`config.mk`:
```
export PLATFORM = sky130hd
export DESIGN_NAME = uvispace_top
export DESIGN_NICKNAME = d
export VERILOG_FILES = /design/src/common/uvi_pkg.sv /design/src/capture/camera_capture.sv /design/src/capture/frame_sync.sv /design/src/img_proc/gray_binarizer.sv /design/src/frame_rate_meter.sv /design/src/uvispace_top.sv
export VERILOG_INCLUDE_DIRS = /design/src /design/src/common
export SDC_FILE = /design/constraint.sdc
export NUM_CORES = 1
export LEC_CHECK = 0
export BUFFER_PORTS_ARGS = -buffer_cell sky130_fd_sc_hd__clkbuf_2
export CAP_MARGIN = 30
export CORE_MARGIN = 3
export CORE_UTILIZATION = 60
export DETAILED_ROUTE_END_ITERATION = 6
export PLACE_DENSITY = 0.86
export REMOVE_ABC_BUFFERS = 1
export SETUP_SLACK_MARGIN = 0.05
export SYNTH_ARGS = -nofsm -noshare
export SYNTH_HDL_FRONTEND = slang
export SYNTH_SLANG_ARGS = --single-unit
```
`constraint.sdc`:
```
create_clock -name CLOCK_50 -period 6.45 [get_ports CLOCK_50]
set_input_delay 0.645 -clock CLOCK_50 [delete_from_list [all_inputs] [get_ports CLOCK_50]]
set_output_delay 0.645 -clock CLOCK_50 [all_outputs]
set_load 0.005 [all_outputs]
```
`src/common/uvi_consts.svh`:
```
// Widths, sync frame count, rate window length and gray weights
`ifndef UVI_CONSTS_SVH
`define UVI_CONSTS_SVH

// ==============================
// Data widths
// ==============================

// One colour channel, also gray
`define UVI_PIX_W 8
// Column and row counters
`define UVI_COORD_W 12
// Frames per window counter
`define UVI_CNT_W 32

// ==============================
// Stream control
// ==============================

// Frame ends to skip after reset
`define UVI_SYNC_FRAMES 2
// One second at 50 MHz
`define UVI_RATE_PERIOD 50000000

// Gray weights, sum of weights is 1 << shift
`define UVI_GRAY_WR 1
`define UVI_GRAY_WG 2
`define UVI_GRAY_WB 1
`define UVI_GRAY_SHIFT 2

`endif

```
`src/common/uvi_pkg.sv`:
```
// Package with pixel, sensor bus, mono beat and threshold structs and the sync state enum
`include "uvi_consts.svh"

package uvi_pkg;

  // ==============================
  // Pixel data
  // ==============================

  // 24-bit RGB, red in the top byte
  typedef struct packed {
    logic [`UVI_PIX_W-1:0] red;
    logic [`UVI_PIX_W-1:0] green;
    logic [`UVI_PIX_W-1:0] blue;
  } rgb_pixel_t;

  // Raw sensor bus, one sample per cycle
  typedef struct packed {
    logic       frame_valid;
    logic       line_valid;
    rgb_pixel_t rgb;
  } cam_bus_t;

  // Captured pixel with its coordinates
  // frame_valid only high inside a captured frame
  typedef struct packed {
    logic                    valid;
    logic                    frame_valid;
    logic [`UVI_COORD_W-1:0] x;
    logic [`UVI_COORD_W-1:0] y;
    rgb_pixel_t              rgb;
  } pixel_beat_t;

  // Single channel beat, gray or binary
  typedef struct packed {
    logic                  valid;
    logic [`UVI_PIX_W-1:0] value;
  } mono_beat_t;

  // Inclusive gray window
  typedef struct packed {
    logic [`UVI_PIX_W-1:0] low;
    logic [`UVI_PIX_W-1:0] high;
  } threshold_cfg_t;

  // ==============================
  // State encodings
  // ==============================

  typedef enum logic [0:0] {
    WAIT_EOF,
    PASS
  } sync_state_e;

endpackage

```
`src/capture/camera_capture.sv`:
```
// Sensor bus register, whole-frame capture gate, x/y counters and frame_done pulse
`timescale 1ns/1ns
`include "uvi_consts.svh"

module camera_capture (
  input  logic                 CLOCK_50,
  input  logic                 arst_n,
  input  uvi_pkg::cam_bus_t    cam,
  input  logic                 capture_en,
  output uvi_pkg::pixel_beat_t beat,
  output logic                 frame_done
);

  localparam int COORD_W = `UVI_COORD_W;
  // x must never reach this, counter would wrap
  localparam logic [COORD_W-1:0] X_LIMIT = COORD_W'((2 ** COORD_W) - 1);

  // Input stage
  logic                fv_q;
  logic                lv_q;
  logic                en_q;
  uvi_pkg::rgb_pixel_t rgb_q;
  // Delayed copies for edge detection
  logic                fv_d;
  logic                lv_d;

  logic                capturing;
  logic [COORD_W-1:0]  x_cnt;
  logic [COORD_W-1:0]  y_cnt;

  // Output stage
  logic                beat_valid_q;
  logic                beat_fv_q;
  logic [COORD_W-1:0]  beat_x_q;
  logic [COORD_W-1:0]  beat_y_q;
  uvi_pkg::rgb_pixel_t beat_rgb_q;

  logic fv_rise;
  logic fv_fall;
  logic line_end;
  logic capture_now;
  logic pix_take;

  // ==============================
  // Input register
  // ==============================

  // capture_en sampled together with the bus
  always_ff @(posedge CLOCK_50 or negedge arst_n) begin
    if (!arst_n) begin
      fv_q <= 1'b0;
      lv_q <= 1'b0;
      en_q <= 1'b0;
      fv_d <= 1'b0;
      lv_d <= 1'b0;
    end else begin
      fv_q <= cam.frame_valid;
      lv_q <= cam.line_valid;
      en_q <= capture_en;
      fv_d <= fv_q;
      lv_d <= lv_q;
    end
  end

  always_ff @(posedge CLOCK_50) begin
    rgb_q <= cam.rgb;
  end

  assign fv_rise  = fv_q & ~fv_d;
  assign fv_fall  = ~fv_q & fv_d;
  assign line_end = ~lv_q & lv_d;

  // Decision at frame start applies to the first pixel too
  assign capture_now = fv_rise ? en_q : capturing;
  assign pix_take    = capture_now & fv_q & lv_q;

  // ==============================
  // Capture gate and counters
  // ==============================

  always_ff @(posedge CLOCK_50 or negedge arst_n) begin
    if (!arst_n) begin
      capturing <= 1'b0;
      x_cnt     <= '0;
      y_cnt     <= '0;
    end else begin
      // Only changes at frame start
      if (fv_rise) begin
        capturing <= en_q;
      end
      // Frame end wins over a line end in the same cycle
      if (fv_fall) begin
        x_cnt <= '0;
        y_cnt <= '0;
      end else if (capturing && fv_q && line_end) begin
        x_cnt <= '0;
        y_cnt <= y_cnt + 1'b1;
      end else if (pix_take) begin
        x_cnt <= x_cnt + 1'b1;
      end
    end
  end

  // ==============================
  // Output register
  // ==============================

  always_ff @(posedge CLOCK_50 or negedge arst_n) begin
    if (!arst_n) begin
      beat_valid_q <= 1'b0;
      beat_fv_q    <= 1'b0;
      frame_done   <= 1'b0;
    end else begin
      beat_valid_q <= pix_take;
      beat_fv_q    <= fv_q & capture_now;
      // Skipped frames give no pulse
      frame_done   <= fv_fall & capturing;
    end
  end

  always_ff @(posedge CLOCK_50) begin
    beat_x_q   <= x_cnt;
    beat_y_q   <= y_cnt;
    beat_rgb_q <= rgb_q;
  end

  always_comb begin
    beat.valid       = beat_valid_q;
    beat.frame_valid = beat_fv_q;
    beat.x           = beat_x_q;
    beat.y           = beat_y_q;
    beat.rgb         = beat_rgb_q;
  end

  // Line never longer than the counter range
  a_x_no_wrap : assert property (
    @(posedge CLOCK_50) disable iff (!arst_n)
    pix_take |-> (x_cnt < X_LIMIT)
  );

endmodule

```
`src/capture/frame_sync.sv`:
```
// FSM that drops captured beats until enough frame ends have passed after reset
`timescale 1ns/1ns
`include "uvi_consts.svh"

module frame_sync (
  input  logic                 CLOCK_50,
  input  logic                 arst_n,
  input  uvi_pkg::pixel_beat_t in_beat,
  output uvi_pkg::pixel_beat_t out_beat
);

  // Room to count one past the target
  localparam int EOF_W = $clog2(`UVI_SYNC_FRAMES + 1);
  localparam logic [EOF_W-1:0] EOF_LAST = EOF_W'(`UVI_SYNC_FRAMES - 1);

  uvi_pkg::sync_state_e state;
  logic [EOF_W-1:0]     eof_cnt;
  logic                 fv_d;
  logic                 eof_seen;

  logic                 out_valid_q;
  logic                 out_fv_q;
  uvi_pkg::pixel_beat_t payload_q;

  // Falling edge of the captured frame_valid
  assign eof_seen = fv_d & ~in_beat.frame_valid;

  // ==============================
  // Sync FSM
  // ==============================

  always_ff @(posedge CLOCK_50 or negedge arst_n) begin
    if (!arst_n) begin
      state   <= uvi_pkg::WAIT_EOF;
      eof_cnt <= '0;
      fv_d    <= 1'b0;
    end else begin
      fv_d <= in_beat.frame_valid;
      case (state)
        uvi_pkg::WAIT_EOF: begin
          if (eof_seen) begin
            eof_cnt <= eof_cnt + 1'b1;
            // Next frame starts clean
            if (eof_cnt == EOF_LAST) begin
              state <= uvi_pkg::PASS;
            end
          end
        end
        // Stays here until the next reset
        uvi_pkg::PASS: begin
          state <= uvi_pkg::PASS;
        end
        default: begin
          state <= uvi_pkg::WAIT_EOF;
        end
      endcase
    end
  end

  // ==============================
  // Output stage
  // ==============================

  always_ff @(posedge CLOCK_50 or negedge arst_n) begin
    if (!arst_n) begin
      out_valid_q <= 1'b0;
      out_fv_q    <= 1'b0;
    end else begin
      out_valid_q <= (state == uvi_pkg::PASS) & in_beat.valid;
      out_fv_q    <= (state == uvi_pkg::PASS) & in_beat.frame_valid;
    end
  end

  // Coordinates and colour
  always_ff @(posedge CLOCK_50) begin
    payload_q <= in_beat;
  end

  always_comb begin
    out_beat             = payload_q;
    out_beat.valid       = out_valid_q;
    out_beat.frame_valid = out_fv_q;
  end

  // No valid output before every sync frame end was counted
  a_no_early_pixel : assert property (
    @(posedge CLOCK_50) disable iff (!arst_n)
    out_beat.valid |-> ((state == uvi_pkg::PASS) &&
                        (eof_cnt == EOF_W'(`UVI_SYNC_FRAMES)))
  );

endmodule

```
`src/img_proc/gray_binarizer.sv`:
```
// Two-stage gray conversion and window binarisation of the synced pixel stream
`timescale 1ns/1ns
`include "uvi_consts.svh"

module gray_binarizer (
  input  logic                    CLOCK_50,
  input  logic                    arst_n,
  input  uvi_pkg::pixel_beat_t    in_beat,
  input  uvi_pkg::threshold_cfg_t thresholds,
  output uvi_pkg::mono_beat_t     gray_out,
  output uvi_pkg::mono_beat_t     bin_out
);

  localparam int PIX_W = `UVI_PIX_W;
  // Weighted sum up to 4 x 255
  localparam int SUM_W = PIX_W + `UVI_GRAY_SHIFT;

  logic [SUM_W-1:0] sum_c;
  logic [PIX_W-1:0] gray_c;
  logic             in_window;

  // Stage one
  logic             s1_valid;
  logic [PIX_W-1:0] s1_gray;

  // Stage two
  logic             s2_valid;
  logic [PIX_W-1:0] s2_gray;
  logic [PIX_W-1:0] s2_bin;

  // ==============================
  // Stage one, gray
  // ==============================

  // (R + 2G + B) / 4, truncated
  assign sum_c = SUM_W'(in_beat.rgb.red)   * SUM_W'(`UVI_GRAY_WR)
               + SUM_W'(in_beat.rgb.green) * SUM_W'(`UVI_GRAY_WG)
               + SUM_W'(in_beat.rgb.blue)  * SUM_W'(`UVI_GRAY_WB);
  assign gray_c = PIX_W'(sum_c >> `UVI_GRAY_SHIFT);

  always_ff @(posedge CLOCK_50 or negedge arst_n) begin
    if (!arst_n) begin
      s1_valid <= 1'b0;
    end else begin
      s1_valid <= in_beat.valid;
    end
  end

  always_ff @(posedge CLOCK_50) begin
    s1_gray <= gray_c;
  end

  // ==============================
  // Stage two, threshold window
  // ==============================

  // Both bounds inclusive
  assign in_window = (s1_gray >= thresholds.low) && (s1_gray <= thresholds.high);

  always_ff @(posedge CLOCK_50 or negedge arst_n) begin
    if (!arst_n) begin
      s2_valid <= 1'b0;
    end else begin
      s2_valid <= s1_valid;
    end
  end

  always_ff @(posedge CLOCK_50) begin
    s2_gray <= s1_gray;
    s2_bin  <= in_window ? '1 : '0;
  end

  // Gray and binary leave together
  always_comb begin
    gray_out.valid = s2_valid;
    gray_out.value = s2_gray;
    bin_out.valid  = s2_valid;
    bin_out.value  = s2_bin;
  end

  // Binary is a full byte mask and belongs to the gray it leaves with
  a_bin_mask : assert property (
    @(posedge CLOCK_50) disable iff (!arst_n)
    bin_out.valid |-> (bin_out.value == '0 || bin_out.value == '1) &&
      ((bin_out.value == '1) == ((gray_out.value >= $past(thresholds.low)) &&
                                 (gray_out.value <= $past(thresholds.high))))
  );

endmodule

```
`src/frame_rate_meter.sv`:
```
// Window timer counting frame_done pulses per window, with heartbeat LED toggle
`timescale 1ns/1ns
`include "uvi_consts.svh"

module frame_rate_meter #(
  parameter int rate_period = `UVI_RATE_PERIOD
) (
  input  logic                  CLOCK_50,
  input  logic                  arst_n,
  input  logic                  frame_done,
  output logic [`UVI_CNT_W-1:0] rate,
  output logic                  pulse_led
);

  localparam int TMR_W = (rate_period > 1) ? $clog2(rate_period) : 1;
  localparam logic [TMR_W-1:0] TMR_LAST = TMR_W'(rate_period - 1);

  logic [TMR_W-1:0]      tmr;
  logic [`UVI_CNT_W-1:0] frame_cnt;
  logic [`UVI_CNT_W-1:0] frame_cnt_nxt;
  logic                  win_end;

  assign win_end = (tmr == TMR_LAST);
  // Pulse in the last cycle still belongs to this window
  assign frame_cnt_nxt = frame_cnt + `UVI_CNT_W'(frame_done);

  // ==============================
  // Window timer and counter
  // ==============================

  // First window opens right after reset release
  always_ff @(posedge CLOCK_50 or negedge arst_n) begin
    if (!arst_n) begin
      tmr       <= '0;
      frame_cnt <= '0;
      rate      <= '0;
      pulse_led <= 1'b0;
    end else begin
      if (win_end) begin
        tmr       <= '0;
        frame_cnt <= '0;
        rate      <= frame_cnt_nxt;
        // Heartbeat, one toggle per window
        pulse_led <= ~pulse_led;
      end else begin
        tmr       <= tmr + 1'b1;
        frame_cnt <= frame_cnt_nxt;
      end
    end
  end

endmodule

```
`src/uvispace_top.sv`:
```
// Pixel pipeline top level with capture, sync, gray/binary and frame rate blocks
`timescale 1ns/1ns
`include "uvi_consts.svh"

module uvispace_top #(
  parameter int rate_period = `UVI_RATE_PERIOD
) (
  input  logic                    CLOCK_50,
  input  logic                    arst_n,
  // Sensor side
  input  uvi_pkg::cam_bus_t       cam,
  input  logic                    capture_en,
  input  uvi_pkg::threshold_cfg_t thresholds,
  // Processed streams
  output uvi_pkg::pixel_beat_t    sync_pixel,
  output uvi_pkg::mono_beat_t     gray_out,
  output uvi_pkg::mono_beat_t     bin_out,
  // Frame rate
  output logic [`UVI_CNT_W-1:0]   rate,
  output logic                    pulse_led
);

  uvi_pkg::pixel_beat_t cap_beat;
  logic                 frame_done;

  // ==============================
  // Capture and sync
  // ==============================

  // Sensor to beat, 2 cycles
  camera_capture capture_i (
    .CLOCK_50   (CLOCK_50),
    .arst_n     (arst_n),
    .cam        (cam),
    .capture_en (capture_en),
    .beat       (cap_beat),
    .frame_done (frame_done)
  );

  // One more cycle, sync_pixel at 3
  frame_sync sync_i (
    .CLOCK_50 (CLOCK_50),
    .arst_n   (arst_n),
    .in_beat  (cap_beat),
    .out_beat (sync_pixel)
  );

  // ==============================
  // Processing and rate
  // ==============================

  // Gray and binary at 5 cycles from the sensor
  gray_binarizer binarizer_i (
    .CLOCK_50   (CLOCK_50),
    .arst_n     (arst_n),
    .in_beat    (sync_pixel),
    .thresholds (thresholds),
    .gray_out   (gray_out),
    .bin_out    (bin_out)
  );

  frame_rate_meter #(
    .rate_period (rate_period)
  ) rate_i (
    .CLOCK_50   (CLOCK_50),
    .arst_n     (arst_n),
    .frame_done (frame_done),
    .rate       (rate),
    .pulse_led  (pulse_led)
  );

endmodule

```
# Word level (Yosys, flattened, before mapping)
# Index checks and enable logic that the tools add are counted.
[totals]
ff_bits = 276
word_cells = 82
[classes]
n_addsub = 7
n_lt_le_gt_ge = 2
eq_ne = 2
n_mux = 12
n_bitwise = 15
n_reduce_logical = 6
[op_table]
columns = ["op", "n"]
rows = [
  ["$mux 12", 5],
  ["$add 32x1->32", 1],
  ["$mux 32", 1],
  ["$add 26x1->26 const B", 1],
  ["$eq 26x26->1 const B", 1],
  ["$mux 26", 1],
  ["$add 12x1->12 const B", 2],
  ["$add 10x8->10", 1],
  ["$add 8x9->10", 1],
  ["$and 1x1->1", 9],
  ["$ge 8x8->1", 1],
  ["$le 8x8->1", 1],
  ["$mux 8", 1],
  ["$not 1->1", 6],
  ["$logic_and 1x1->1", 3],
  ["$mux 1", 3],
  ["$reduce_bool 3->1", 1],
  ["$add 2x1->2 const B", 1],
  ["$eq 2x1->1 const B", 1],
  ["$pmux 1 s2", 1],
  ["$reduce_and 2->1", 1],
  ["$reduce_bool 2->1", 1],
]

# Longest topological paths before layout
[logic_depth]
depth_word = 8
mapped_depth = 9

# Cells and area by module
# A second synthesis with hierarchy kept.
[hier_totals]
cells_unflattened = 790
hier_area_um2 = 9547.9
[modules_own_cells]
columns = ["module", "instances", "cells_per_inst", "area_each_um2", "seq_area_each_um2"]
rows = [
  ["frame_rate_meter", 1, 381, 4130.2, 2277.2],
  ["camera_capture", 1, 212, 2927.8, 2267.2],
  ["gray_binarizer", 1, 132, 1288.7, 390.4],
  ["frame_sync", 1, 65, 1201.2, 1111.1],
]

# Least setup slack after synthesis
# No wires, ideal clock.
[synth_path]
path_type = "register to register"
from = "reg sync_i.payload_q, in the netlist sync_i.out_beat[1]"
to = "reg binarizer_i.s1_gray[5]"
setup_ps = 123
arrival_ps = 2225
path_slack_ps = 4102
path_stages_with_launch = 10
path_buffers = 0
period_less_slack_ps = 2348
cell_sequence = "dfxtp_1 inv_1 fa_1 and3b_1 fa_1 a21o_1 a21oi_1 o21ai_0 a211oi_1 a21oi_1"
[synth_between]
elab_chain_len = 1
[synth_lines]
columns = ["element", "line", "source"]
rows = [
  ["start, declared", "frame_sync.sv:23", "uvi_pkg::pixel_beat_t payload_q;"],
  ["start signal, assigned", "frame_sync.sv:76", "payload_q <= in_beat;"],
  ["$add 10x8->10", "gray_binarizer.sv:36", "assign sum_c = SUM_W'(in_beat.rgb.red) * SUM_W'(`UVI_GRAY_WR)"],
  ["named net binarizer_i.sum_c[7]", "gray_binarizer.sv:18", "logic [SUM_W-1:0] sum_c;"],
  ["end signal, assigned", "gray_binarizer.sv:50", "s1_gray <= gray_c;"],
  ["end, declared", "gray_binarizer.sv:24", "logic [PIX_W-1:0] s1_gray;"],
]
# The timed path passes the listed nets, and every way through them passes these cells.
# A chain may end at the register's enable or synchronous reset.

# Worst setup path in the final report
# Same ends and word-level chain as after synthesis.

==> flow_metrics.py <==
metrics = {
    "outcome": {
        "status": "completed",
    },
    "placed_design": {
        "gp_congestion": 0.8136,
        "io_buffers": 145,
        "dp_hpwl_um": 11990,
    },
    "finish": {
        "syn2layout_area_growth_pct": 19.86,
        "multi_input_area_mm2": 0.003042,
        "ff_latch_area_mm2": 0.006046,
        "final_common_cell": "clkbuf_2",
        "layout_common_cells": "144 x clkbuf_2, 137 x dfxtp_1, 132 x dfrtp_1",
        "num_antenna_cells": 0,
        "nNetsFinal": 1019,
        "final_util": 0.7364,
        "drive_gt1_frac": 0.2276,
        "nFillCells": 995,
    },
    "sta": {
        "relSlewSlack": 0.3803,
        "timing.fmax_mhz": 393.0,
        "slew_violations": 0,
        "worst_pin_slew_ns": 0.9277,
        "period_needed_ns": 2.544,
        "final_hold_viol_count": 0,
        "whs_ns": 0.1185,
        "finalCritPeriodShare": 0.3945,
        "setup_viol": 0,
        "skew_ns": 0.01997,
        "tns_ns": 0,
        "rsz0062_at_grt": "false",
    },
    "global_route": {
        "antenna_found_initial": 0,
        "grt_pass1_vias": 6167,
        "grt-ovfl-total": 0,
        "grt_max_degree": 66,
        "grt_pass1_wl_um": 29570,
        "grt_usage": 0.2149,
    },
    "yosys": {
        "ys_async_sr_fraction": 0.4907,
        "ys_seq_area_frac": 0.6450,
        "yosys-top-cells-area": "dfrtp_1 35%, dfxtp_1 29%, xor2_1 4.7%",
        "synth.distinct_cells": 52,
        "avgSynthCellArea_um2": 11.94,
        "synth_top_flop_cell": "dfxtp_1",
        "synth-edff-count": 0,
        "synth_area_mm2": 0.009374,
        "yosys_warnings": 0,
        "syn-instance-count": 785,
        "synth.ff_latch_count": 269,
        "synth_top_area_share": 0.3524,
        "yosysTopAreaCell": "dfrtp_1",
    },
    "clock_tree": {
        "cts_tree": "done",
        "clk_latency_ns": 0.53,
        "clk_pin_slew_ns": 0.06,
        "cts_buffers": 27,
        "cts_setup_buffers": 0,
        "post_cts_resized": 0,
        "clock_sinks": 269,
        "clockBufferDepth": 3,
        "cts_root_buf": "clkbuf_16",
        "htree_levels": 1,
        "hold_buffers": 0,
    },
    "run": {
        "cap_violations": 0,
    },
    "routing": {
        "via_count": 6103,
        "wire_per_inst_um": 15.69,
        "drt_wl_total_um": 18350,
        "postRouteAntennaNets": 0,
        "first_pass_iters": 5,
        "drc": 0,
        "drt_iter0_drc": 303,
        "viasPerCell": 5.221,
    },
    "floorplanning": {
        "die_h_um": 131.0,
        "core_mm2": 0.01526,
        "die_area_mm2": 0.01716,
        "initial_core_util": 0.6144,
        "io_pins": 146,
        "die_w_um": 131.0,
        "rows": 45,
    },
    "power": {
        "ir_drop_mv": 0.2472,
        "cellLeakagePower_nw": 5.414,
        "power_density_mw_per_mm2": 336.1,
    },
    "worst_setup_path": {
        "crit_fanout": 3,
        "worstPathArrival_ns": 2.93,
        "startpoint_type": "flop",
        "critPathKind": "reg -> reg",
        "required_ns": 6.84,
        "end_kind": "flop",
    },
    "worst_hold_path": {
        "hp-class": "in -> async",
    },
}
sequential cells by signal (all words and copies together), names as in the netlist, 12 cells and up:
name                cells
rate_i.rate            32
rate_i.tmr             26
capture_i.y_cnt        12
capture_i.beat_x_q     12
rate_i.frame_cnt       32
capture_i.beat_y_q     12
capture_i.x_cnt        12
sync_i.out_beat        48
capture_i.beat         24
capture_i.rgb_q        24
power breakdown:
group          internal (mW)  leakage (nW)  total [mW]  switching, mW
registers               1.78          2.93        1.85         0.0670
logic                  0.150          2.01       0.317          0.168
clock network          0.967         0.474        1.61          0.644
total                   2.90          5.41        3.78          0.878
routing by layer:
metal	up-vias	share of wire	global-route usage
li1	2917	-	-
met1	2982	0.40	0.2609
met2	175	0.53	0.3940
met3	29	0.052	0.03780
met4	0	0.016	0.05747
met5	-	0	0
worst paths after layout:
| kind | from | endpoint | slack [ns] | cells after the start |
|---|---|---|---|---|
| setup / recovery | sync_i.out_beat[1] | binarizer_i.s1_gray[5] | 3.91 | 9 |
| hold / removal | arst_n | rate_i.rate[31] | 0.12 | 1 |
| setup reg to reg | sync_i.out_beat[1] | binarizer_i.s1_gray[5] | 3.91 | 9 |
| hold reg to reg | capture_i.beat[16] | sync_i.out_beat[16] | 0.32 | 0 |
| max in group asynchronous | arst_n | capture_i.y_cnt[7] | 5.24 | 3 |
| min in group CLOCK_50 | cam[24] | capture_i.lv_q | 0.21 | 1 |
synthesized netlist by cell type, drive strengths merged, types with 2 or more instances:
library cell,count
dfxtp,137
dfrtp,132
nor2,85
nand2,65
xor2,50
o21ai,38
nand3,36
inv,32
xnor2,31
ha,29
nand4,27
buf,21
a21oi,10
and3,10
and4,10
nor4,9
fa,8
nor3,8
and2,6
clkbuf,6
nor2b,5
a21o,4
nor4b,3
or2,3
a211oi,2
mux2,2
mux2i,2
final cells by class:
class | count | area share
flip-flops and latches | 269 | 0.5381
repair buffers | 150 | 0.07127
clock buffers | 35 | 0.07116
clock inverters | 15 | 0.01459
inverters | 32 | 0.01069
multi-input cells | 457 | 0.2707
well taps | 211 | 0.02350
per-stage QoR:
stage	instances	power (mW)	instance area (um^2)	worst slack, ns
after floorplan	758	2.034	9208	4.102
after global placement	1116	2.159	10210	3.982
after detailed placement	1119	2.184	10270	3.981
after CTS	1169	3.806	11240	3.924
after global routing	1169	3.929	11240	3.759
final	1169	3.776	11240	3.906
worst max-delay path, stage by stage, from the launching register on:
cell and delay, ns:
dfxtp_1 0.34, inv_1 0.08, fa_1 0.52, and3b_1 0.20, fa_1 0.40, a21o_1 0.19
a21oi_1 0.25, o21ai_0 0.12, a211oi_1 0.24, a21oi_1 0.08
kinds of logic (layout without fill, tap and decap cells):
family / Yosys count / after routing / synth area share
XOR/XNOR: 81 / 81 / 0.07568
buffers and inverters: 59 / 232 / 0.03057
adder cells (fa/ha/maj): 37 / 37 / 0.05579
flip-flops: 269 / 269 / 0.6450
AO/OA/AOI/OAI: 63 / 63 / 0.03924
multiplexers: 4 / 4 / 0.004538
AND/OR/NAND/NOR: 272 / 272 / 0.1492
Power figures use the tool's default switching activity.
